===== config.mk =====
export PLATFORM = sky130hd
export DESIGN_NAME = fc_top
export DESIGN_NICKNAME = d
export VERILOG_FILES = /design/src/verilog/fc_pkg.sv /design/src/verilog/fc_cfg_regs.sv /design/src/verilog/fc_mac_pe.sv /design/src/verilog/fc_requant.sv /design/src/verilog/fc_argmax.sv /design/src/verilog/fc_ctrl.sv /design/src/verilog/fc_top.sv
export VERILOG_INCLUDE_DIRS = /design/src /design/src/verilog
export SDC_FILE = /design/constraint.sdc
export NUM_CORES = 2
export LEC_CHECK = 0
export BUFFER_PORTS_ARGS = -buffer_cell sky130_fd_sc_hd__buf_4
export CAP_MARGIN = 20
export CORE_MARGIN = 1
export CORE_UTILIZATION = 52
export DETAILED_ROUTE_END_ITERATION = 6
export HOLD_SLACK_MARGIN = 0.06
export PLACE_DENSITY = 0.76
export RECOVER_POWER = 100
export SYNTH_ARGS = -nofsm -noshare
export SYNTH_HDL_FRONTEND = slang
export SYNTH_HIERARCHICAL = 1
export SYNTH_SLANG_ARGS = --single-unit

===== constraint.sdc =====
create_clock -name clk -period 10.62 [get_ports clk]
set_clock_uncertainty 0.2 [all_clocks]
set_input_delay 1.593 -clock clk [delete_from_list [all_inputs] [get_ports clk]]
set_output_delay 1.593 -clock clk [all_outputs]
set_load 0.01 [all_outputs]

===== src/verilog/fc_macros.svh =====
`ifndef FC_MACROS_SVH
`define FC_MACROS_SVH

// Operand byte and lanes per output group
`define FC_DATA_W 8
`define FC_LANES 4

// Accumulator and layer counter widths
`define FC_ACC_W 28
`define FC_LEN_W 10
`define FC_GRP_W 6

// Multiplier register stages ahead of the accumulator
`define FC_MUL_STAGES 4

// Requantization to a 7-bit activation
`define FC_QSHIFT 6
`define FC_QMAX 127

`endif


===== src/verilog/fc_pkg.sv =====
`default_nettype none

`include "fc_macros.svh"

package fc_pkg;

  // Output index, group number times lane count plus lane
  typedef logic [7:0] idx_t;

  // One streamed element, lane 0 weight in the low byte
  typedef struct packed {
    logic signed [`FC_DATA_W-1:0]         feat;
    logic [`FC_LANES-1:0][`FC_DATA_W-1:0] weight;
  } elem_t;

  typedef struct packed {
    logic [`FC_LANES-1:0][`FC_DATA_W-1:0] lane;
  } act_vec_t;

  // Each lane byte is read as signed
  typedef struct packed {
    logic [`FC_LANES-1:0][`FC_DATA_W-1:0] lane;
  } bias_vec_t;

  typedef struct packed {
    logic [`FC_LEN_W-1:0] vec_len;
    logic [`FC_GRP_W-1:0] groups;
    bias_vec_t            bias;
  } cfg_t;

  typedef enum logic [1:0] {
    CFG_LEN    = 2'd0,
    CFG_GROUPS = 2'd1,
    CFG_BIAS   = 2'd2
  } cfg_addr_e;

  typedef enum logic [2:0] {
    ST_IDLE,
    ST_ACCUM,
    ST_DRAIN,
    ST_EMIT,
    ST_DONE
  } fc_state_e;

endpackage

`default_nettype wire


===== src/verilog/fc_cfg_regs.sv =====
`timescale 1ns/1ps
`default_nettype none

`include "fc_macros.svh"

module fc_cfg_regs (
  input  logic              clk,
  input  logic              rstn,
  input  logic              cfg_we,
  input  fc_pkg::cfg_addr_e cfg_addr,
  input  logic [31:0]       cfg_wdata,
  output fc_pkg::cfg_t      cfg
);
  import fc_pkg::*;

  logic len_we;
  logic grp_we;
  logic bias_we;

  // Address decode
  assign len_we  = cfg_we && (cfg_addr == CFG_LEN);
  assign grp_we  = cfg_we && (cfg_addr == CFG_GROUPS);
  assign bias_we = cfg_we && (cfg_addr == CFG_BIAS);

  always_ff @(posedge clk) begin
    if (!rstn) begin
      cfg <= '0;
    end else begin
      if (len_we) begin
        cfg.vec_len <= cfg_wdata[`FC_LEN_W-1:0];
      end
      if (grp_we) begin
        cfg.groups <= cfg_wdata[`FC_GRP_W-1:0];
      end
      // All four biases of the coming group at once
      if (bias_we) begin
        cfg.bias <= bias_vec_t'(cfg_wdata);
      end
    end
  end

  // A zero length would never close a group
  a_len_nonzero: assert property (
    @(posedge clk) disable iff (!rstn)
    len_we |=> (cfg.vec_len != '0)
  ) else $error("vector length written as zero");

endmodule

`default_nettype wire


===== src/verilog/fc_mac_pe.sv =====
`timescale 1ns/1ps
`default_nettype none

`include "fc_macros.svh"

module fc_mac_pe (
  input  logic                        clk,
  input  logic                        rstn,
  input  logic                        elem_valid,
  input  logic                        elem_first,
  input  logic signed [`FC_DATA_W-1:0] feat,
  input  logic signed [`FC_DATA_W-1:0] weight,
  output logic signed [`FC_ACC_W-1:0]  acc
);
  localparam int DW = `FC_DATA_W;
  localparam int PW = 2 * `FC_DATA_W;

  logic [DW-1:0]             feat_mag;
  logic [DW-1:0]             wgt_mag;
  logic [DW-1:0][DW-1:0]     pp;
  logic [DW-1:0][DW-1:0]     pp_q;
  logic [DW/2-1:0][DW+1:0]   sum2;
  logic [DW/2-1:0][DW+1:0]   sum2_q;
  logic [DW/4-1:0][DW+3:0]   sum3;
  logic [PW-1:0]             mag;
  logic [PW-1:0]             mag_q;
  logic signed [PW-1:0]      prod_q;
  logic signed [`FC_ACC_W-1:0] prod_ext;
  logic v1, v2, v3, v4;
  logic f1, f2, f3, f4;
  logic s1, s2, s3;

  ////////////////////
  // Stage 1 magnitudes and partial products
  assign feat_mag = feat[DW-1] ? (~feat + 1'b1) : feat;
  assign wgt_mag  = weight[DW-1] ? (~weight + 1'b1) : weight;

  always_comb begin
    for (int i = 0; i < DW; i++) begin
      pp[i] = wgt_mag[i] ? feat_mag : '0;
    end
  end

  ////////////////////
  // Stages 2 and 3, pairwise adder tree
  always_comb begin
    for (int j = 0; j < DW/2; j++) begin
      sum2[j] = pp_q[2*j] + {pp_q[2*j+1], 1'b0};
    end
  end

  always_comb begin
    for (int k = 0; k < DW/4; k++) begin
      sum3[k] = sum2_q[2*k] + {sum2_q[2*k+1], 2'b00};
    end
    mag = sum3[0] + {sum3[1], 4'b0000};
  end

  assign prod_ext = {{(`FC_ACC_W-PW){prod_q[PW-1]}}, prod_q};

  // Valid bits follow each element down the pipe
  always_ff @(posedge clk) begin
    if (!rstn) begin
      v1 <= 1'b0;
      v2 <= 1'b0;
      v3 <= 1'b0;
      v4 <= 1'b0;
    end else begin
      v1 <= elem_valid;
      v2 <= v1;
      v3 <= v2;
      v4 <= v3;
    end
  end

  always_ff @(posedge clk) begin
    if (elem_valid) begin
      pp_q <= pp;
      s1   <= feat[DW-1] ^ weight[DW-1];
      f1   <= elem_first;
    end
    if (v1) begin
      sum2_q <= sum2;
      s2     <= s1;
      f2     <= f1;
    end
    if (v2) begin
      mag_q <= mag;
      s3    <= s2;
      f3    <= f2;
    end
    // Stage 4 puts the sign back
    if (v3) begin
      prod_q <= s3 ? (~mag_q + 1'b1) : mag_q;
      f4     <= f3;
    end
    // First element of a group loads instead of adding
    if (v4) begin
      acc <= f4 ? prod_ext : acc + prod_ext;
    end
  end

endmodule

`default_nettype wire


===== src/verilog/fc_requant.sv =====
`timescale 1ns/1ps
`default_nettype none

`include "fc_macros.svh"

module fc_requant (
  input  logic                        clk,
  input  logic                        rstn,
  input  logic                        emit,
  input  logic signed [`FC_ACC_W-1:0] acc0,
  input  logic signed [`FC_ACC_W-1:0] acc1,
  input  logic signed [`FC_ACC_W-1:0] acc2,
  input  logic signed [`FC_ACC_W-1:0] acc3,
  input  fc_pkg::bias_vec_t           bias,
  output logic                        out_valid,
  output fc_pkg::act_vec_t            out_data
);
  import fc_pkg::*;

  localparam int AW = `FC_ACC_W;
  localparam int DW = `FC_DATA_W;

  logic signed [AW-1:0] acc_lane [`FC_LANES];
  act_vec_t             act;

  // Bias add, then ReLU, shift and clamp
  function automatic logic [DW-1:0] relu_sat(
    input logic signed [AW-1:0] a,
    input logic signed [DW-1:0] b
  );
    logic signed [AW-1:0] sum;
    logic signed [AW-1:0] shifted;
    sum     = a + AW'(b);
    shifted = sum >>> `FC_QSHIFT;
    if (sum < 0) begin
      relu_sat = '0;
    end else if (shifted > `FC_QMAX) begin
      relu_sat = DW'(`FC_QMAX);
    end else begin
      relu_sat = shifted[DW-1:0];
    end
  endfunction

  assign acc_lane[0] = acc0;
  assign acc_lane[1] = acc1;
  assign acc_lane[2] = acc2;
  assign acc_lane[3] = acc3;

  always_comb begin
    for (int i = 0; i < `FC_LANES; i++) begin
      act.lane[i] = relu_sat(acc_lane[i], $signed(bias.lane[i]));
    end
  end

  always_ff @(posedge clk) begin
    if (!rstn) begin
      out_valid <= 1'b0;
    end else begin
      out_valid <= emit;
    end
  end

  always_ff @(posedge clk) begin
    if (emit) begin
      out_data <= act;
    end
  end

endmodule

`default_nettype wire


===== src/verilog/fc_argmax.sv =====
`timescale 1ns/1ps
`default_nettype none

`include "fc_macros.svh"

module fc_argmax (
  input  logic             clk,
  input  logic             rstn,
  input  logic             clear,
  input  logic             out_valid,
  input  fc_pkg::act_vec_t out_data,
  input  fc_pkg::idx_t     group_base,
  output fc_pkg::idx_t     max_idx
);
  import fc_pkg::*;

  logic [`FC_DATA_W-1:0] best_val;
  logic [`FC_DATA_W-1:0] scan_val;
  logic                  seen;
  logic                  scan_seen;
  idx_t                  scan_idx;

  // Lane 0 first, strictly greater wins so a tie keeps the lower index
  always_comb begin
    scan_val  = best_val;
    scan_idx  = max_idx;
    scan_seen = seen;
    for (int i = 0; i < `FC_LANES; i++) begin
      if (!scan_seen || (out_data.lane[i] > scan_val)) begin
        scan_val  = out_data.lane[i];
        scan_idx  = group_base + idx_t'(i);
        scan_seen = 1'b1;
      end
    end
  end

  always_ff @(posedge clk) begin
    if (!rstn || clear) begin
      seen    <= 1'b0;
      max_idx <= '0;
    end else if (out_valid) begin
      seen     <= 1'b1;
      best_val <= scan_val;
      max_idx  <= scan_idx;
    end
  end

endmodule

`default_nettype wire


===== src/verilog/fc_ctrl.sv =====
`timescale 1ns/1ps
`default_nettype none

`include "fc_macros.svh"

module fc_ctrl (
  input  logic         clk,
  input  logic         rstn,
  input  fc_pkg::cfg_t cfg,
  input  logic         start,
  input  logic         in_valid,
  output logic         elem_valid,
  output logic         elem_first,
  output logic         emit,
  output fc_pkg::idx_t group_base,
  output logic         clear,
  output logic         layer_done
);
  import fc_pkg::*;

  localparam int DRAIN_W = $clog2(`FC_MUL_STAGES);

  fc_state_e            state;
  logic [`FC_LEN_W-1:0] elem_cnt;
  logic [`FC_LEN_W-1:0] elem_nxt;
  logic [DRAIN_W-1:0]   drain_cnt;
  logic [`FC_GRP_W-1:0] grp_cnt;
  logic [`FC_GRP_W-1:0] grp_nxt;
  logic                 last_elem;
  logic                 last_grp;

  assign elem_nxt  = elem_cnt + 1'b1;
  assign grp_nxt   = grp_cnt + 1'b1;
  assign last_elem = (elem_nxt == cfg.vec_len);
  assign last_grp  = (grp_nxt == cfg.groups);

  assign elem_valid = in_valid && (state == ST_ACCUM);
  assign elem_first = elem_valid && (elem_cnt == '0);
  assign emit       = (state == ST_EMIT);
  assign clear      = start && (state == ST_IDLE);

  always_ff @(posedge clk) begin
    if (!rstn) begin
      state      <= ST_IDLE;
      elem_cnt   <= '0;
      drain_cnt  <= '0;
      grp_cnt    <= '0;
      group_base <= '0;
      layer_done <= 1'b0;
    end else begin
      layer_done <= 1'b0;
      case (state)
        ST_IDLE: begin
          if (start) begin
            elem_cnt <= '0;
            grp_cnt  <= '0;
            state    <= ST_ACCUM;
          end
        end
        ST_ACCUM: begin
          if (in_valid && last_elem) begin
            elem_cnt  <= '0;
            drain_cnt <= '0;
            state     <= ST_DRAIN;
          end else if (in_valid) begin
            elem_cnt <= elem_nxt;
          end
        end
        // Let the last product reach the accumulators
        ST_DRAIN: begin
          drain_cnt <= drain_cnt + 1'b1;
          if (drain_cnt == DRAIN_W'(`FC_MUL_STAGES - 1)) begin
            state <= ST_EMIT;
          end
        end
        ST_EMIT: begin
          // Held for argmax while this group's output is valid
          group_base <= {grp_cnt, 2'b00};
          grp_cnt    <= grp_nxt;
          state      <= last_grp ? ST_DONE : ST_ACCUM;
        end
        ST_DONE: begin
          layer_done <= 1'b1;
          state      <= ST_IDLE;
        end
        default: state <= ST_IDLE;
      endcase
    end
  end

  a_in_valid_accum: assert property (
    @(posedge clk) disable iff (!rstn)
    in_valid |-> (state == ST_ACCUM)
  ) else $error("element strobe outside ACCUM");

endmodule

`default_nettype wire


===== src/verilog/fc_top.sv =====
`timescale 1ns/1ps
`default_nettype none

`include "fc_macros.svh"

module fc_top (
  input  logic              clk,
  input  logic              rstn,
  input  logic              cfg_we,
  input  fc_pkg::cfg_addr_e cfg_addr,
  input  logic [31:0]       cfg_wdata,
  input  logic              start,
  input  logic              in_valid,
  input  fc_pkg::elem_t     in_elem,
  output logic              out_valid,
  output fc_pkg::act_vec_t  out_data,
  output logic              layer_done,
  output fc_pkg::idx_t      max_idx
);
  import fc_pkg::*;

  cfg_t                        cfg;
  logic                        elem_valid;
  logic                        elem_first;
  logic                        emit;
  logic                        clear;
  idx_t                        group_base;
  logic signed [`FC_ACC_W-1:0] acc [`FC_LANES];

  fc_cfg_regs cfg_regs_i (
    .clk       (clk),
    .rstn      (rstn),
    .cfg_we    (cfg_we),
    .cfg_addr  (cfg_addr),
    .cfg_wdata (cfg_wdata),
    .cfg       (cfg)
  );

  fc_ctrl ctrl_i (
    .clk        (clk),
    .rstn       (rstn),
    .cfg        (cfg),
    .start      (start),
    .in_valid   (in_valid),
    .elem_valid (elem_valid),
    .elem_first (elem_first),
    .emit       (emit),
    .group_base (group_base),
    .clear      (clear),
    .layer_done (layer_done)
  );

  ////////////////////
  // Lanes share the feature byte
  for (genvar g = 0; g < `FC_LANES; g++) begin : g_lane
    fc_mac_pe pe_i (
      .clk        (clk),
      .rstn       (rstn),
      .elem_valid (elem_valid),
      .elem_first (elem_first),
      .feat       (in_elem.feat),
      .weight     (in_elem.weight[g]),
      .acc        (acc[g])
    );
  end

  fc_requant requant_i (
    .clk       (clk),
    .rstn      (rstn),
    .emit      (emit),
    .acc0      (acc[0]),
    .acc1      (acc[1]),
    .acc2      (acc[2]),
    .acc3      (acc[3]),
    .bias      (cfg.bias),
    .out_valid (out_valid),
    .out_data  (out_data)
  );

  fc_argmax argmax_i (
    .clk        (clk),
    .rstn       (rstn),
    .clear      (clear),
    .out_valid  (out_valid),
    .out_data   (out_data),
    .group_base (group_base),
    .max_idx    (max_idx)
  );

endmodule

`default_nettype wire


# Word-level counts from Yosys, hierarchy flattened
# Cells that the tools add are included.
# totals
register_bits	802
latch_bits	0
mem_bits_rw	0
mem_bits_ro	0
inputBits	79
output_inout_bits	42
word_cells	270
memories	0
# classes
addsub	51
n_mul	0
div	0
order_cmp	12
eq_ne	13
shift	0
mux	42
bitwise_logic	14
n_reduce_logical	34
# op_table
operator	n
$add A8 B9 Y10	16
$add A28 B16 Y28	4
$add A28 B8 Y28	4
$lt A28 B1 Y1 const B	4
$mux W28	4
$mux W8	13
$add A10 B12 Y12	8
$gt A22 B8 Y1 const B	4
$add A12 B16 Y16	4
$add A16 B1 Y16 const B	4
$mux W16	4
$not A16 Y16	4
$add A8 B1 Y8 const B	6
$not A8 Y8	5
$gt A8 B8 Y1	4
$mux W10	3
$mux W7	4
$pmux W10 S2	1
$add A8 B2 Y8 const B	2
$mux W3	4
$pmux W3 S4	1
$pmux W6 S2	1
$add A10 B1 Y10 const B	1
$eq A10 B10 Y1	1
28 further kinds	60

# Longest topological paths before layout
# depth
word_depth	13
ltp_mapped	45
ltp_nobuf	41

# By module
# The synthesis kept the hierarchy.
# by_module_without_submodules
module	instances	cells_per_inst	area_per_inst_um2	seq_area_each_um2
fc_mac_pe (g_lane[2].pe_i ...)	2	854	9820.7	5215.0
fc_mac_pe (g_lane[0].pe_i)	1	854	9851.9	5215.0
fc_mac_pe (g_lane[1].pe_i)	1	824	9633.0	5215.0
fc_requant	1	794	6404.9	980.9
fc_argmax	1	268	2079.5	420.4
fc_ctrl	1	249	1958.1	560.5
fc_cfg_regs	1	193	1858.0	960.9

# Least setup slack after synthesis
# No wires, ideal clock.
# synth_timing
path_kind	input port to flip-flop
startpoint	input port in_valid
endpoint	register ctrl_i.elem_cnt[4]
setup_time_ns	0.076
t_arrival_ns	10.999
required_ns	10.344
path_slack_ns	-0.655
stages	6
path_buffers	1
path_cell_list	and2_1 -> clkbuf_1 -> nor2_1 -> or3_1 -> a21o_1 -> a21boi_0
# synth_between
elab_chain_cells	3
elab_cells_between_ends	5
classes_between	eq/ne: 1; mux: 2; reduce/logical: 2
# synth_lines
element	line	text
start: declaration	fc_top.sv:13	input logic in_valid,
$logic_and A1 B1 Y1	fc_ctrl.sv:61	if (in_valid && last_elem) begin
$ne A3 B3 Y1 (no source line) or $mux W10 (tied branches)	n/a	
$reduce_and A3 Y1 (no source line) or $pmux W10 S2 (tied branches)	n/a	
end signal: assignment	fc_ctrl.sv:66	elem_cnt <= elem_nxt;
end: declaration	fc_ctrl.sv:24	logic [`FC_LEN_W-1:0] elem_cnt;
# Parallel ways exist; a longest one is shown, timed or not.
# A chain may end at the register's enable or synchronous reset.

# Final worst setup path
# layout_timing
startpoint	input port in_valid
endpoint	register g_lane[1].pe_i/pp_q[44] (netlist name) (enable)
# layout_between
elab_chain_cells	1
# layout_lines
element	line	text
$logic_and A1 B1 Y1	fc_ctrl.sv:37	assign elem_valid = in_valid && (state == ST_ACCUM);
named net elem_valid	fc_top.sv:23	logic elem_valid;
end signal: assignment	fc_mac_pe.sv:78	pp_q <= pp;
end: declaration	fc_mac_pe.sv:21	logic [DW-1:0][DW-1:0] pp_q;
# The timed path passes the listed nets, and every way through them passes these cells.

==> metrics.txt <==
Non-Filler Cell Area, Final 0.0562 mm2; Critical Path Fanout Max 141; most common cell in the synthesized netlist edfxtp_1; worst path arrival time 9370 ps; P_sw 0.00191 W; mux cell area share after synthesis 1.65%; GR Overflow Total 0; complex-gate fraction of the synthesized area 16.1%; # diodes 0; Clock power frac 40.6%; Async SR Flop Fraction 0%; leakage 22.1 nW; Iter 0 DRT Violations 2587; Worst Setup End Kind flip-flop; setup ws final 1310 ps; Synth Area in Adders 12.7%; Sw Ratio 24.5%; hold bufs inserted after CTS 0; Setup Fix Bufs, Post-CTS 0; I/O pin cnt 121; gpl congestion 0.903; cell area power density 139 mW/mm2; HP Start g_lane[1].pe_i/s2; largest net degree at the start of global routing 142; Final setup viols 0; Reg power frac 48.0%; routed vias/inst 5.73; post-synth cell types 121; first-pass GRT wire length 177000 um; Port Buffers 120; Hold Violations, Final 0; Commonest cells post-synth edfxtp_1 (724), ha_1 (470), nor2_1 (440); vias in the first global route 35100; worst-margin pin slew 3900 ps; Setup crit start kind input pin; initial antenna violation count 1; Starting Density 52.9%; hold path cells 0; Clock Latency Late Sink 670 ps; Comb power frac 11.4%; Clock Root Buffer clkbuf_16; CTS tree yes; reg2reg path depth 4; synthesis-to-layout area growth 9.21%; Max-Cap Viols 17; # rows 114; WP data required 10670 ps; Die W 316 um; critical path launch point in_valid; H-tree depth 3; CTS Buf Count 90; sequential area share after synthesis 46.2%; CP max stage delay 2850 ps; violated checks capacitance limit, slew limit; Final HPWL DP 81100 um; placed instance area 0.0536 mm2; CP most frequent cell clkbuf_2; flops & latches, synth 826; Min-Delay Path Class reg2reg; Total Wirelength 110000 um; Initial DRT Pass Iterations 5; final core utilization 57.7%; Final #Nets 5597; wire per inst 17.2 um; warnings from Yosys 6; RSZ-0062 raised after global routing no; Post-Syn Area per Cell 10.5 um2; simple-gate share of the synthesized area 12.5%; Detail Route Antenna Nets 0; FMAX 107 MHz; DRC viols 0; final worst-path cycle share 87.7%; CTS Buffer Depth 3; Synth top area share 42.3%; clock sinks 826; CTS resizes 0; main combinational cell family by area after synthesis compound AO/OA/AOI/OAI gates; Yosys top cell by area edfxtp_1; sum of negative setup slack 0 ps; Area contributors post-synth edfxtp_1 (42%), ha_1 (11%), xnor2_1 (4.6%); run status finished, violations left; EDFF count, synth 724; Slew Viols, Final 860; clock transition at the registers of the reported paths 60 ps; Synth Area in XOR/XNOR 7.44%; CP cell instances clkbuf_1 -> and2_0 -> clkbuf_2 -> clkbuf_2; Final Critical Period 9310 ps; dpl ws 1880 ps; Max transition margin -160%; Slowest cell on crit path clkbuf_2; gr usage total 21.7%; die height 316 um; area of the die 0.100 mm2; critical path class in2reg; DR vias 36500; Worst R2R Start ctrl_i/state[0]; synthesized instance count 4890; core area 0.0973 mm2; Worst IR Drop VDD 0.000168 V; synthesized area 0.0514 mm2; Synth Flop Type edfxtp_1; Int Pwr 0.00589 W; layout cell share with drive strength beyond 1 5.83%
[cells in the final DEF, fill, tap and decap left out, types with 44 or more instances in the layout]
master / instances
a211oi_1: 44
buf_4: 74
inv_1: 310
nor2_1: 440
dfxtp_1: 102
nor2b_1: 56
nand3_1: 85
nand2_1: 405
edfxtp_1: 724
clkbuf_1: 87
a21o_1: 126
ha_1: 470
o21bai_1: 68
clkbuf_16: 93
xnor2_1: 271
xor2_1: 166
o21ai_0: 293
mux2i_1: 73
a21oi_1: 378
[cell families after synthesis]
| group | count (synthesis) |
|---|---|
| buf+inv | 424 |
| xor+xnor | 437 |
| fa+ha+maj | 502 |
| compound gates | 1271 |
| mux | 82 |
| other cells | 2 |
| flops | 826 |
| simple gates | 1346 |
[worst paths after layout]
path,endpoint,slack (ps)
min reg2reg,g_lane[1].pe_i/s3,220
min,g_lane[1].pe_i/s3,220
max,g_lane[1].pe_i/pp_q[44],1310
max reg2reg,g_lane[1].pe_i/pp_q[44],1570
[worst max-delay path: cells and delay by family]
| kind | cells | cell delay (ps) |
|---|---|---|
| and+or+nand+nor | 1 | 2810 |
| buffers and inverters | 3 | 4760 |
[per-layer routing]
layer  track usage [%]  routed length (um)
met3              2.79                5260
met5                 0                   0
met2              36.4               51500
met1              29.3               49700
met4              6.84                3200
[registers in the layout, indices dropped and copies added (netlist names), 6 cells and up]
signal              flops
g_lane.pe_i/pp_q      256
g_lane.pe_i/acc       112
g_lane.pe_i/prod_q     64
g_lane.pe_i/mag_q      64
ctrl_i/group_base       6
cfg_regs_i/cfg         48
argmax_i/max_idx        8
requant_i/out_data     32
ctrl_i/elem_cnt        10
g_lane.pe_i/sum2_q    160
ctrl_i/grp_cnt          6
argmax_i/best_val       8
[cell type report]
class	count	area [um2]
fill	8074	41100
inverter	314	1180
multi-input combinational	3644	25700
clock buffer	126	2550
timing repair buffer	140	806
clock inverter	43	513
sequential	826	23800
tap	1276	1600
[per-stage QoR]
step	hold slack [ps]	cells	power, W
floorplan	200	4894	0.00445
global placement	201	6200	0.00466
detailed placement	205	6200	0.00469
CTS	216	6369	0.00788
global route	226	6369	0.00811
finish	217	6369	0.00780
[power by group through the flow]
stage	Clock, W	Combinational (W)	Sequential [W]
final	0.00317	0.000890	0.00374
after global routing	0.00336	0.000995	0.00375
after CTS	0.00324	0.000897	0.00374
after detailed placement	0	0.000887	0.00381
after global placement	0	0.000857	0.00380
after floorplan	0	0.000655	0.00380
(Power assumes the default switching activity.)
